==> config.mk <==
export PLATFORM = sky130hd
export DESIGN_NAME = rtu_slave_exec_flat
export DESIGN_NICKNAME = d
export VERILOG_FILES = /design/src/source/modbus_pkg.sv /design/src/source/modbus_if.sv /design/src/source/rtu_slave_exec.sv /design/src/flat_wrapper.sv
export SDC_FILE = /design/constraint.sdc
export NUM_CORES = 1
export LEC_CHECK = 0
export BUFFER_PORTS_ARGS = -buffer_cell sky130_fd_sc_hd__buf_2
export CORE_UTILIZATION = 50
export DETAILED_ROUTE_END_ITERATION = 12
export PLACE_DENSITY = 0.84
export SYNTH_ARGS = -nofsm -noshare
export SYNTH_HDL_FRONTEND = slang
export SYNTH_SLANG_ARGS = --single-unit
==> constraint.sdc <==
create_clock -name clk -period 5.37 [get_ports clk]
set_input_delay 0.2685 -clock clk [delete_from_list [all_inputs] [get_ports clk]]
set_output_delay 0.2685 -clock clk [all_outputs]
set_load 0.02 [all_outputs]
==> src/source/modbus_pkg.sv <==
/*
 * Shared Modbus RTU slave definitions
 * Data widths, function codes, executor states and the CRC-16 byte step
 */
`default_nettype none

package modbus_pkg;

  typedef logic [7:0]  byte_t;
  typedef logic [15:0] word_t;
  typedef logic [15:0] crc_t;
  typedef logic [7:0]  buf_idx_t;
  typedef logic [8:0]  buf_len_t;
  typedef logic [31:0] coil_t;

  // Supported function codes
  typedef enum logic [7:0] {
    fc_read_coils   = 8'h01,
    fc_read_inputs  = 8'h02,
    fc_read_holding = 8'h03,
    fc_write_coil   = 8'h05,
    fc_write_reg    = 8'h06,
    fc_write_regs   = 8'h10
  } func_t;

  typedef enum logic [3:0] {
    st_idle, st_hdr, st_check, st_resp_hdr, st_bits, st_reg_addr, st_reg_hi,
    st_reg_lo, st_wr_hi, st_wr_lo, st_echo, st_send
  } exec_state_t;

  localparam crc_t  CRC_INIT = 16'hFFFF;
  localparam crc_t  CRC_POLY = 16'hA001;
  localparam word_t COIL_ON  = 16'hFF00;

  // Fold one byte into the CRC starting with the LSB
  function automatic crc_t crc16_step(crc_t crc_in, byte_t data);
    crc_t c;
    c = crc_in ^ {8'h00, data};
    for (int i = 0; i < 8; i++) begin
      c = c[0] ? ((c >> 1) ^ CRC_POLY) : (c >> 1);
    end
    return c;
  endfunction

endpackage

`default_nettype wire

==> src/source/modbus_if.sv <==
/*
 * Request frame interface between receive buffer and executor
 * Response frame interface between executor and transmit buffer
 */
`default_nettype none

interface rx_frame_if import modbus_pkg::*; ();
  logic     frame_ready;
  buf_len_t frame_len;
  logic     crc_ok;
  byte_t    rd_data;
  buf_idx_t rd_idx;
  logic     release_frame;

  modport rx (
    output frame_ready, frame_len, crc_ok, rd_data,
    input  rd_idx, release_frame
  );

  modport exec (
    input  frame_ready, frame_len, crc_ok, rd_data,
    output rd_idx, release_frame
  );
endinterface

interface tx_frame_if import modbus_pkg::*; ();
  logic     wr_en;
  buf_idx_t wr_idx;
  byte_t    wr_data;
  logic     send;
  buf_len_t resp_len;
  logic     busy;

  modport exec (
    output wr_en, wr_idx, wr_data, send, resp_len,
    input  busy
  );

  modport tx (
    input  wr_en, wr_idx, wr_data, send, resp_len,
    output busy
  );
endinterface

`default_nettype wire

==> src/source/rtu_slave_exec.sv <==
/*
 * Request executor with header decode, CRC and length checks,
 * coil image, register access and byte-serial response building
 */
`default_nettype none

module rtu_slave_exec import modbus_pkg::*; #(
  parameter word_t REG_BASE = 16'h0000
) (
  input  logic       clk,
  input  logic       rst,
  rx_frame_if.exec   frame,
  tx_frame_if.exec   tx,
  output word_t      reg_rd_addr,
  input  word_t      reg_rd_data,
  output logic       reg_wr_en,
  output word_t      reg_wr_addr,
  output word_t      reg_wr_data,
  input  coil_t      di_status,
  output coil_t      do_wdata,
  output coil_t      do_wmask,
  output logic       do_we,
  output logic       crc_err
);

  exec_state_t state;
  buf_idx_t    ridx;
  buf_len_t    widx;
  byte_t       dev_addr, func, byte_cnt, hi_byte;
  word_t       start_addr, qty;
  coil_t       coil_img;
  logic        release_q, send_q, wr_en_q;
  buf_idx_t    wr_idx_q;
  byte_t       wr_data_q;

  coil_t       bit_win;
  byte_t       bit_mask;
  word_t       reg_idx;
  buf_len_t    need_len;
  logic        func_ok;

  // Bit window at the current position with the tail byte masked to the quantity
  assign bit_win  = ((func == fc_read_coils) ? coil_img : di_status) >> start_addr;
  assign bit_mask = (qty >= 16'd8) ? 8'hFF : ~(8'hFF << qty[2:0]);
  assign reg_idx  = start_addr - REG_BASE;

  // Write-multiple frames must hold all announced data bytes
  assign need_len = (func == fc_write_regs) ? 9'd9 + {1'b0, byte_cnt} : 9'd8;
  assign func_ok  = func inside {fc_read_coils, fc_read_inputs, fc_read_holding,
                                 fc_write_coil, fc_write_reg, fc_write_regs};

  assign frame.rd_idx        = ridx;
  assign frame.release_frame = release_q;
  assign tx.wr_en            = wr_en_q;
  assign tx.wr_idx           = wr_idx_q;
  assign tx.wr_data          = wr_data_q;
  assign tx.send             = send_q;
  assign tx.resp_len         = widx;
  assign reg_rd_addr         = reg_idx;
  assign do_wdata            = coil_img;

  // ====================================================================
  // Executor FSM
  // ====================================================================
  always_ff @(posedge clk) begin
    if (rst) begin
      state     <= st_idle;
      ridx      <= '0;
      widx      <= '0;
      release_q <= 1'b0;
      send_q    <= 1'b0;
      wr_en_q   <= 1'b0;
      reg_wr_en <= 1'b0;
      coil_img  <= '0;
      do_wmask  <= '0;
      do_we     <= 1'b0;
      crc_err   <= 1'b0;
    end else begin
      release_q <= 1'b0;
      send_q    <= 1'b0;
      wr_en_q   <= 1'b0;
      reg_wr_en <= 1'b0;
      do_we     <= 1'b0;
      case (state)
        st_idle: begin
          if (frame.frame_ready && !release_q) begin
            ridx  <= '0;
            state <= st_hdr;
          end
        end
        st_hdr: begin
          case (ridx)
            8'd0:    dev_addr         <= frame.rd_data;
            8'd1:    func             <= frame.rd_data;
            8'd2:    start_addr[15:8] <= frame.rd_data;
            8'd3:    start_addr[7:0]  <= frame.rd_data;
            8'd4:    qty[15:8]        <= frame.rd_data;
            8'd5:    qty[7:0]         <= frame.rd_data;
            default: byte_cnt         <= frame.rd_data;
          endcase
          ridx <= ridx + 8'd1;
          if (ridx == 8'd6) begin
            state <= st_check;
          end
        end
        st_check: begin
          if (!frame.crc_ok) begin
            crc_err   <= 1'b1;
            release_q <= 1'b1;
            state     <= st_idle;
          end else if (!func_ok || frame.frame_len < need_len) begin
            release_q <= 1'b1;
            state     <= st_idle;
          end else if (!tx.busy) begin
            widx <= '0;
            ridx <= '0;
            case (func)
              fc_read_coils, fc_read_inputs, fc_read_holding: state <= st_resp_hdr;
              fc_write_coil: begin
                coil_img[start_addr[4:0]] <= (qty == COIL_ON);
                do_wmask <= coil_t'(1) << start_addr[4:0];
                do_we    <= 1'b1;
                state    <= st_echo;
              end
              fc_write_reg: begin
                reg_wr_en   <= 1'b1;
                reg_wr_addr <= reg_idx;
                reg_wr_data <= qty;
                state       <= st_echo;
              end
              default: begin
                // Register data of a write-multiple request follows the byte count
                ridx  <= 8'd7;
                state <= st_wr_hi;
              end
            endcase
          end
        end
        st_resp_hdr: begin
          wr_en_q  <= 1'b1;
          wr_idx_q <= widx[7:0];
          widx     <= widx + 9'd1;
          case (widx)
            9'd0: wr_data_q <= dev_addr;
            9'd1: wr_data_q <= func;
            default: begin
              wr_data_q <= (func == fc_read_holding) ? byte_t'(qty << 1)
                                                     : byte_t'((qty + 16'd7) >> 3);
              if (qty == 16'd0) state <= st_send;
              else if (func == fc_read_holding) state <= st_reg_addr;
              else state <= st_bits;
            end
          endcase
        end
        st_bits: begin
          wr_en_q    <= 1'b1;
          wr_idx_q   <= widx[7:0];
          wr_data_q  <= bit_win[7:0] & bit_mask;
          widx       <= widx + 9'd1;
          start_addr <= start_addr + 16'd8;
          qty        <= qty - 16'd8;
          if (qty <= 16'd8) begin
            state <= st_send;
          end
        end
        // One cycle for the register read latency
        st_reg_addr: state <= st_reg_hi;
        st_reg_hi: begin
          wr_en_q   <= 1'b1;
          wr_idx_q  <= widx[7:0];
          wr_data_q <= reg_rd_data[15:8];
          widx      <= widx + 9'd1;
          state     <= st_reg_lo;
        end
        st_reg_lo: begin
          wr_en_q    <= 1'b1;
          wr_idx_q   <= widx[7:0];
          wr_data_q  <= reg_rd_data[7:0];
          widx       <= widx + 9'd1;
          start_addr <= start_addr + 16'd1;
          qty        <= qty - 16'd1;
          state      <= (qty == 16'd1) ? st_send : st_reg_addr;
        end
        st_wr_hi: begin
          if (byte_cnt < 8'd2) begin
            ridx  <= '0;
            state <= st_echo;
          end else begin
            hi_byte <= frame.rd_data;
            ridx    <= ridx + 8'd1;
            state   <= st_wr_lo;
          end
        end
        st_wr_lo: begin
          reg_wr_en   <= 1'b1;
          reg_wr_addr <= reg_idx;
          reg_wr_data <= {hi_byte, frame.rd_data};
          start_addr  <= start_addr + 16'd1;
          byte_cnt    <= byte_cnt - 8'd2;
          ridx        <= ridx + 8'd1;
          state       <= st_wr_hi;
        end
        st_echo: begin
          // Address, function, start and quantity or value
          wr_en_q   <= 1'b1;
          wr_idx_q  <= widx[7:0];
          wr_data_q <= frame.rd_data;
          widx      <= widx + 9'd1;
          ridx      <= ridx + 8'd1;
          if (ridx == 8'd5) begin
            state <= st_send;
          end
        end
        st_send: begin
          send_q    <= 1'b1;
          release_q <= 1'b1;
          state     <= st_idle;
        end
        default: state <= st_idle;
      endcase
    end
  end

endmodule

`default_nettype wire

==> src/flat_wrapper.sv <==
// flat-port wrapper written by rule: the top's interface ports become plain ports
module rtu_slave_exec_flat import modbus_pkg::*;
#(
  parameter word_t REG_BASE = 16'h0000
)
  (clk, rst, reg_rd_addr, reg_rd_data, reg_wr_en, reg_wr_addr, reg_wr_data, di_status, do_wdata, do_wmask, do_we, crc_err, frame_frame_ready, frame_frame_len, frame_crc_ok, frame_rd_data, frame_rd_idx, frame_release_frame, tx_wr_en, tx_wr_idx, tx_wr_data, tx_send, tx_resp_len, tx_busy);
  rx_frame_if frame_i ();
  tx_frame_if tx_i ();
  input  logic clk;
  input  logic rst;
  output word_t reg_rd_addr;
  input  word_t reg_rd_data;
  output logic reg_wr_en;
  output word_t reg_wr_addr;
  output word_t reg_wr_data;
  input  coil_t di_status;
  output coil_t do_wdata;
  output coil_t do_wmask;
  output logic do_we;
  output logic crc_err;
  input wire logic [$bits(frame_i.frame_ready)-1:0] frame_frame_ready;
  input wire logic [$bits(frame_i.frame_len)-1:0] frame_frame_len;
  input wire logic [$bits(frame_i.crc_ok)-1:0] frame_crc_ok;
  input wire logic [$bits(frame_i.rd_data)-1:0] frame_rd_data;
  output wire logic [$bits(frame_i.rd_idx)-1:0] frame_rd_idx;
  output wire logic [$bits(frame_i.release_frame)-1:0] frame_release_frame;
  output wire logic [$bits(tx_i.wr_en)-1:0] tx_wr_en;
  output wire logic [$bits(tx_i.wr_idx)-1:0] tx_wr_idx;
  output wire logic [$bits(tx_i.wr_data)-1:0] tx_wr_data;
  output wire logic [$bits(tx_i.send)-1:0] tx_send;
  output wire logic [$bits(tx_i.resp_len)-1:0] tx_resp_len;
  input wire logic [$bits(tx_i.busy)-1:0] tx_busy;
  assign frame_i.frame_ready = frame_frame_ready;
  assign frame_i.frame_len = frame_frame_len;
  assign frame_i.crc_ok = frame_crc_ok;
  assign frame_i.rd_data = frame_rd_data;
  assign frame_rd_idx = frame_i.rd_idx;
  assign frame_release_frame = frame_i.release_frame;
  assign tx_wr_en = tx_i.wr_en;
  assign tx_wr_idx = tx_i.wr_idx;
  assign tx_wr_data = tx_i.wr_data;
  assign tx_send = tx_i.send;
  assign tx_resp_len = tx_i.resp_len;
  assign tx_i.busy = tx_busy;
  rtu_slave_exec #(.REG_BASE(REG_BASE)) u_core (.clk(clk), .rst(rst), .frame(frame_i), .tx(tx_i), .reg_rd_addr(reg_rd_addr), .reg_rd_data(reg_rd_data), .reg_wr_en(reg_wr_en), .reg_wr_addr(reg_wr_addr), .reg_wr_data(reg_wr_data), .di_status(di_status), .do_wdata(do_wdata), .do_wmask(do_wmask), .do_we(do_we), .crc_err(crc_err));
endmodule
# After elaboration in Yosys (flattened, before gate mapping)
# Cells that the tools add are included.
# classes
addsub,9
bitwise,8
n_lt_le_gt_ge,6
n_eq_ne,41
shifts,3
n_reduce_logical,42
mux,63
# ops
op,count
16-bit two-way mux,8
8-bit two-way mux,12
16-bit one-hot mux with 3 select lines,2
16-bit one-hot mux with 2 select lines,2
4-bit one-hot mux with 11 select lines,1
8-bit by 3-bit == test with 1-bit output (second input constant),5
4-bit two-way mux,10
8-bit one-hot mux with 5 select lines,1
9-bit two-way mux,4
32-bit bitwise mux,1
8-bit by 2-bit == test with 1-bit output (second input constant),4
32-bit two-way mux,1
8-bit one-hot mux with 2 select lines,2
8-bit one-hot mux with 4 select lines,1
1-bit by 5-bit left shift with 32-bit output (first input constant),1
32-bit by 16-bit >> shifter with 8-bit output,1
3-bit AND reduction,8
9-bit one-hot mux with 2 select lines,1
16-bit by 1-bit adder with 16-bit output (second input constant),1
16-bit by 4-bit adder with 16-bit output (second input constant),1
16-bit by 1-bit == test with 1-bit output (second input constant),1
16-bit == test (second input constant),1
4-bit by 3-bit == test with 1-bit output (second input constant),4
4-bit == test (second input constant),4
other kinds (51),95
# word_totals
output_inout_bits,151
reg_bits,203

# Depth between registers and ports, before layout
# depth
ltp_word,7
ltp_mapped,15
mapped_depth_nobuf,13

# Least setup slack after synthesis
# Ideal clock, no wire load.
# synth_path
path_type,register to register
startpoint,reg u_core.func[5]
endpoint,reg u_core.reg_wr_addr[0] (enable)
stages_incl_launch_ff,11
path_buffers,1
path_slack_ps,251
setup_ps,461
arrival_time_ps,4658
t_required_ps,4909
synth_period_minus_slack_ps,5119
path_cell_list,edfxtp_1 -> or4_1 -> buf_2 -> nor2_1 -> nand4_1 -> ha_1 -> nand4_1 -> nor3b_2 -> a22o_4 -> a21oi_1 -> nor3_1
# synth_via
elab_chain_cells,6
elab_cells_between_ends,14
cone_classes,order compare: 1; eq/ne: 8; mux: 1; reduce/logical: 4
# synth_rtl
item,line,rtl
start: declaration,rtu_slave_exec.sv:29,"byte_t dev_addr, func, byte_cnt, hi_byte;"
start signal: assignment,rtu_slave_exec.sv:94,8'd1: func <= frame.rd_data;
"8-bit by 5-bit == test with 1-bit output, or another cell as far along","rtu_slave_exec.sv:48, rtu_slave_exec.sv:49",
9-bit two-way mux / 6-bit nonzero test (equally long branches),"rtu_slave_exec.sv:48, rtu_slave_exec.sv:49",
9-bit less-than comparator / 1-bit logical NOT (equally long branches),rtu_slave_exec.sv:111,end else if (!func_ok || frame.frame_len < need_len) begin
1-bit logical OR,rtu_slave_exec.sv:111,
2-bit inequality test (no line),n/a,
6-bit AND reduction (no line) (*),n/a,
end signal: assignment,rtu_slave_exec.sv:127,reg_wr_addr <= reg_idx;
end signal: assignment,rtu_slave_exec.sv:196,reg_wr_addr <= reg_idx;
end: declaration,rtu_slave_exec.sv:17,"output word_t reg_wr_addr,"
# Every way passes the cells marked *; elsewhere a longest branch is shown, timed or not.
# A chain may end at the register's enable or synchronous reset.

# Worst setup path after layout
# layout_path
startpoint,reg u_core.func[5]
endpoint,reg u_core.coil_img[2] (netlist: u_core.do_wdata[2])
# layout_via
elab_chain_cells,6
elab_cells_between_ends,13
cone_classes,order compare: 1; eq/ne: 6; mux: 1; bitwise: 1; reduce/logical: 4
# layout_rtl
item,line,rtl
"8-bit by 5-bit == test with 1-bit output, or another cell as far along","rtu_slave_exec.sv:48, rtu_slave_exec.sv:49",
9-bit two-way mux / 6-bit nonzero test (equally long branches),"rtu_slave_exec.sv:48, rtu_slave_exec.sv:49",
9-bit less-than comparator / 1-bit logical NOT (equally long branches),rtu_slave_exec.sv:111,
1-bit logical OR,rtu_slave_exec.sv:111,
1-bit NOT (no line),n/a,
5-bit AND reduction (no line) (*),n/a,
end signal: indexed assignment,rtu_slave_exec.sv:120,coil_img[start_addr[4:0]] <= (qty == COIL_ON);
end: declaration,rtu_slave_exec.sv:31,coil_t coil_img;
# Marked as above.

==> out/metrics.cfg <==
[critical_path]
startpoint_type = flip-flop
crit_buf_inv = 1
cpMaxStageDelayCell = or4_1
critPathCaptureType = flip-flop
path_cells = or4_1 -> nor2_1 -> nand4_1 -> ha_1 -> nand4_1 -> nor3b_2 -> a22oi_2 -> nor4_4 -> buf_4 -> nand3_1 -> mux2i_1
cpPeakStageDelay_ns = 0.70
crit_arrival_ns = 4.61
crit_family = simple AND/OR/NAND/NOR gates
crit_top_cell = nand4_1
critical_path_class = flip-flop to flip-flop
cp_max_fo = 85
crit_required_ns = 5.71

[hold_path]
hp-class = input port to flip-flop

[yosys]
muxShareOfSynthArea_pct = 11.2
yosys_warnings = 0
netlist_area_um2 = 12500
synth.avg_cell_area_um2 = 9.30
ys_seq_area_share_pct = 41.6
synthAdderAreaFrac_pct = 3.61
synth_nets = 1446
synth-simple-area-share_pct = 21.5
ys_ff_latch = 203
async_flop_share_pct = 0
yosysUniqueCellTypes = 89
synth_edf_count = 112
synth_top_family_by_area = simple AND/OR/NAND/NOR gates
synth_cells = 1340
yosys.area_share.xor_xnor_pct = 1.41
synthFlopType = edfxtp_1
synth-compound-area-share_pct = 16.4

[timing]
fin_crit_sh_pct = 79.6
skew_ns = 0.0151
report.final.setup_viol = 0
final.setup.tns_ns = 0
max_freq_mhz = 234
rsz0062_at_grt = no
whs_ns = 0.0743
slew_viol_final = 0
slew-limit-headroom_pct = 12.9
hold_viol_final = 0
period_minus_slack_ns = 4.28
tightest_slew_ns = 1.30

[route]
num_vias = 12000
wire_per_inst_um = 21.5
initialDrtViolationCount = 1518
post-route-drc-count = 0
drt-pass1-iter-count = 6
viasPerCell = 6.47
ant_nets = 0
routed_wl_mm = 39.8

[floorplan]
die-area_um2 = 25600
die_w_um = 160
ios = 221
num_rows = 57
die_h_um = 160
start_util_pct = 51.1
coreArea_um2 = 24400

[clock_network]
post_cts_buffers = 0
clock_tree.buffer_depth = 3
clkTransAtPathRegs_ns = 0.06
clock-sinks = 203
root_buffer = clkbuf_16
tritoncts = done
cts_hold_buffers = 0
h-tree-depth = 1
clk_latency_ns = 0.52
cts_resized = 0
numCtsBuffers = 22

[power]
leakage_uw = 0.00569
powerDensity_nw_per_um2 = 276
max-vdd-ir-drop_mv = 0.236

[global_routing]
grt_max_degree = 86
overflow = 0
antenna_found_initial = 3
grt_pass1_wl_mm = 61.7
grt_usage_pct = 30.3
grt_pass1_vias = 11000

[cells_and_area]
area_growth_pct = 15.8
fin_nets = 1613
drive_above_1_share_pct = 21.8

[outcome]
status = finished, final reports clean

[placed_design]
io_buffer_count = 220
gp_congestion = 0.986
dp_hpwl_mm = 28.5

[run]
cap_viol_max_count = 0

layer usage:
layer | track usage (%) | up-vias | part of all wire [%]
met5 | 0 | - | 0
met4 | 12.5 | 0 | 4.1
met3 | 5.38 | 121 | 10
met2 | 47.8 | 810 | 46
met1 | 41.2 | 5664 | 40
li1 | - | 5376 | -
synthesized netlist by cell type, types with 15 or more instances:
library cell	instances	area (um2)
inv_1	26	97.6
a21oi_1	71	355
mux4_2	28	631
mux2i_1	59	591
o21ai_0	80	400
clkbuf_1	66	248
nor2b_1	17	106
edfxtp_1	112	3360
and3_1	15	93.8
ha_1	36	450
nor2_1	108	405
dfxtp_1	91	1820
nand2_1	192	721
nand4_1	40	250
nand3_1	58	290
nor3_1	40	200
worst register-to-register path: cells and delay by family, from the launching register on:
| kind | cells | cell delay [ns] |
|---|---|---|
| muxes | 1 | 0.18 |
| buffers and inverters | 1 | 0.70 |
| DFF | 1 | 0.45 |
| adders and majority gates | 1 | 0.32 |
| AOI/OAI and AO/OA | 1 | 0.17 |
| and+or+nand+nor | 7 | 2.27 |
cells in the final DEF (no fill, tap or decap), types with 15 or more instances in the layout:
master / count
inv_1: 26
nand2_1: 192
dfxtp_1: 91
nor3_1: 39
o21ai_0: 80
buf_2: 220
and3_1: 15
buf_4: 20
nor2b_1: 17
a21oi_1: 71
ha_1: 36
edfxtp_1: 112
clkbuf_16: 24
nor2_1: 107
nand4_1: 40
nand3_1: 58
mux4_2: 28
mux2i_1: 59
state kept, by name, summed over array words and instances, names as in the netlist, 9 cells and up:
name and count:
u_core.start_addr 16, u_core.reg_wr_addr 16, u_core.tx.resp_len 9, u_core.do_wdata 32
u_core.reg_wr_data 16, u_core.qty 16, u_core.do_wmask 32
layout make-up:
class                   instances  area [um2]
diodes                          3        7.51
clock buffers                  31         637
clock inverters                 8        86.3
fillers                      2071        9960
inverters                      27         101
multi-input cells            1013        6760
flip-flops and latches        203        5180
well taps                     324         405
repair buffers                240        1250
logic make-up after synthesis:
kind of cell / Yosys count
XOR/XNOR: 20
adder cells (fa/ha/maj): 36
buffers and inverters: 124
AND/OR/NAND/NOR: 551
flip-flops: 203
AO/OA/AOI/OAI: 307
multiplexers: 99
where the power goes:
part | internal (uW) | switching [uW] | leakage [uW]
Combinational | 235 | 405 | 0.00359
Clock | 919 | 630 | 0.000355
Sequential | 1700 | 93.4 | 0.00174
through the flow:
stage | power (uW) | setup WS [ns] | util [%] | area (um2) | instances
after floorplan | 2240 | 0.251 | - | 12500 | 1340
after global placement | 2430 | 1.42 | 56.2 | 13700 | 1807
after detailed placement | 2450 | 1.26 | 56.2 | 13700 | 1807
after CTS | 3980 | 1.20 | 59.1 | 14400 | 1846
after global routing | 4120 | 0.796 | 59.2 | 14400 | 1849
final | 3990 | 1.09 | 59.2 | 14400 | 1849
final timing paths:
check	from	to	slack, ns	cells past startpoint
setup / recovery	u_core.func[5]$_DFFE_PP_	u_core.do_wdata[2]$_SDFFE_PP0P_	1.09	11
hold / removal	frame_crc_ok	u_core.crc_err$_SDFFE_PP0P_	0.07	4
setup reg to reg	u_core.func[5]$_DFFE_PP_	u_core.do_wdata[2]$_SDFFE_PP0P_	1.09	11
hold reg to reg	u_core.do_wmask[12]$_SDFFE_PP0P_	u_core.do_wmask[12]$_SDFFE_PP0P_	0.46	2
Note: power is estimated with default switching activity, not from simulation.
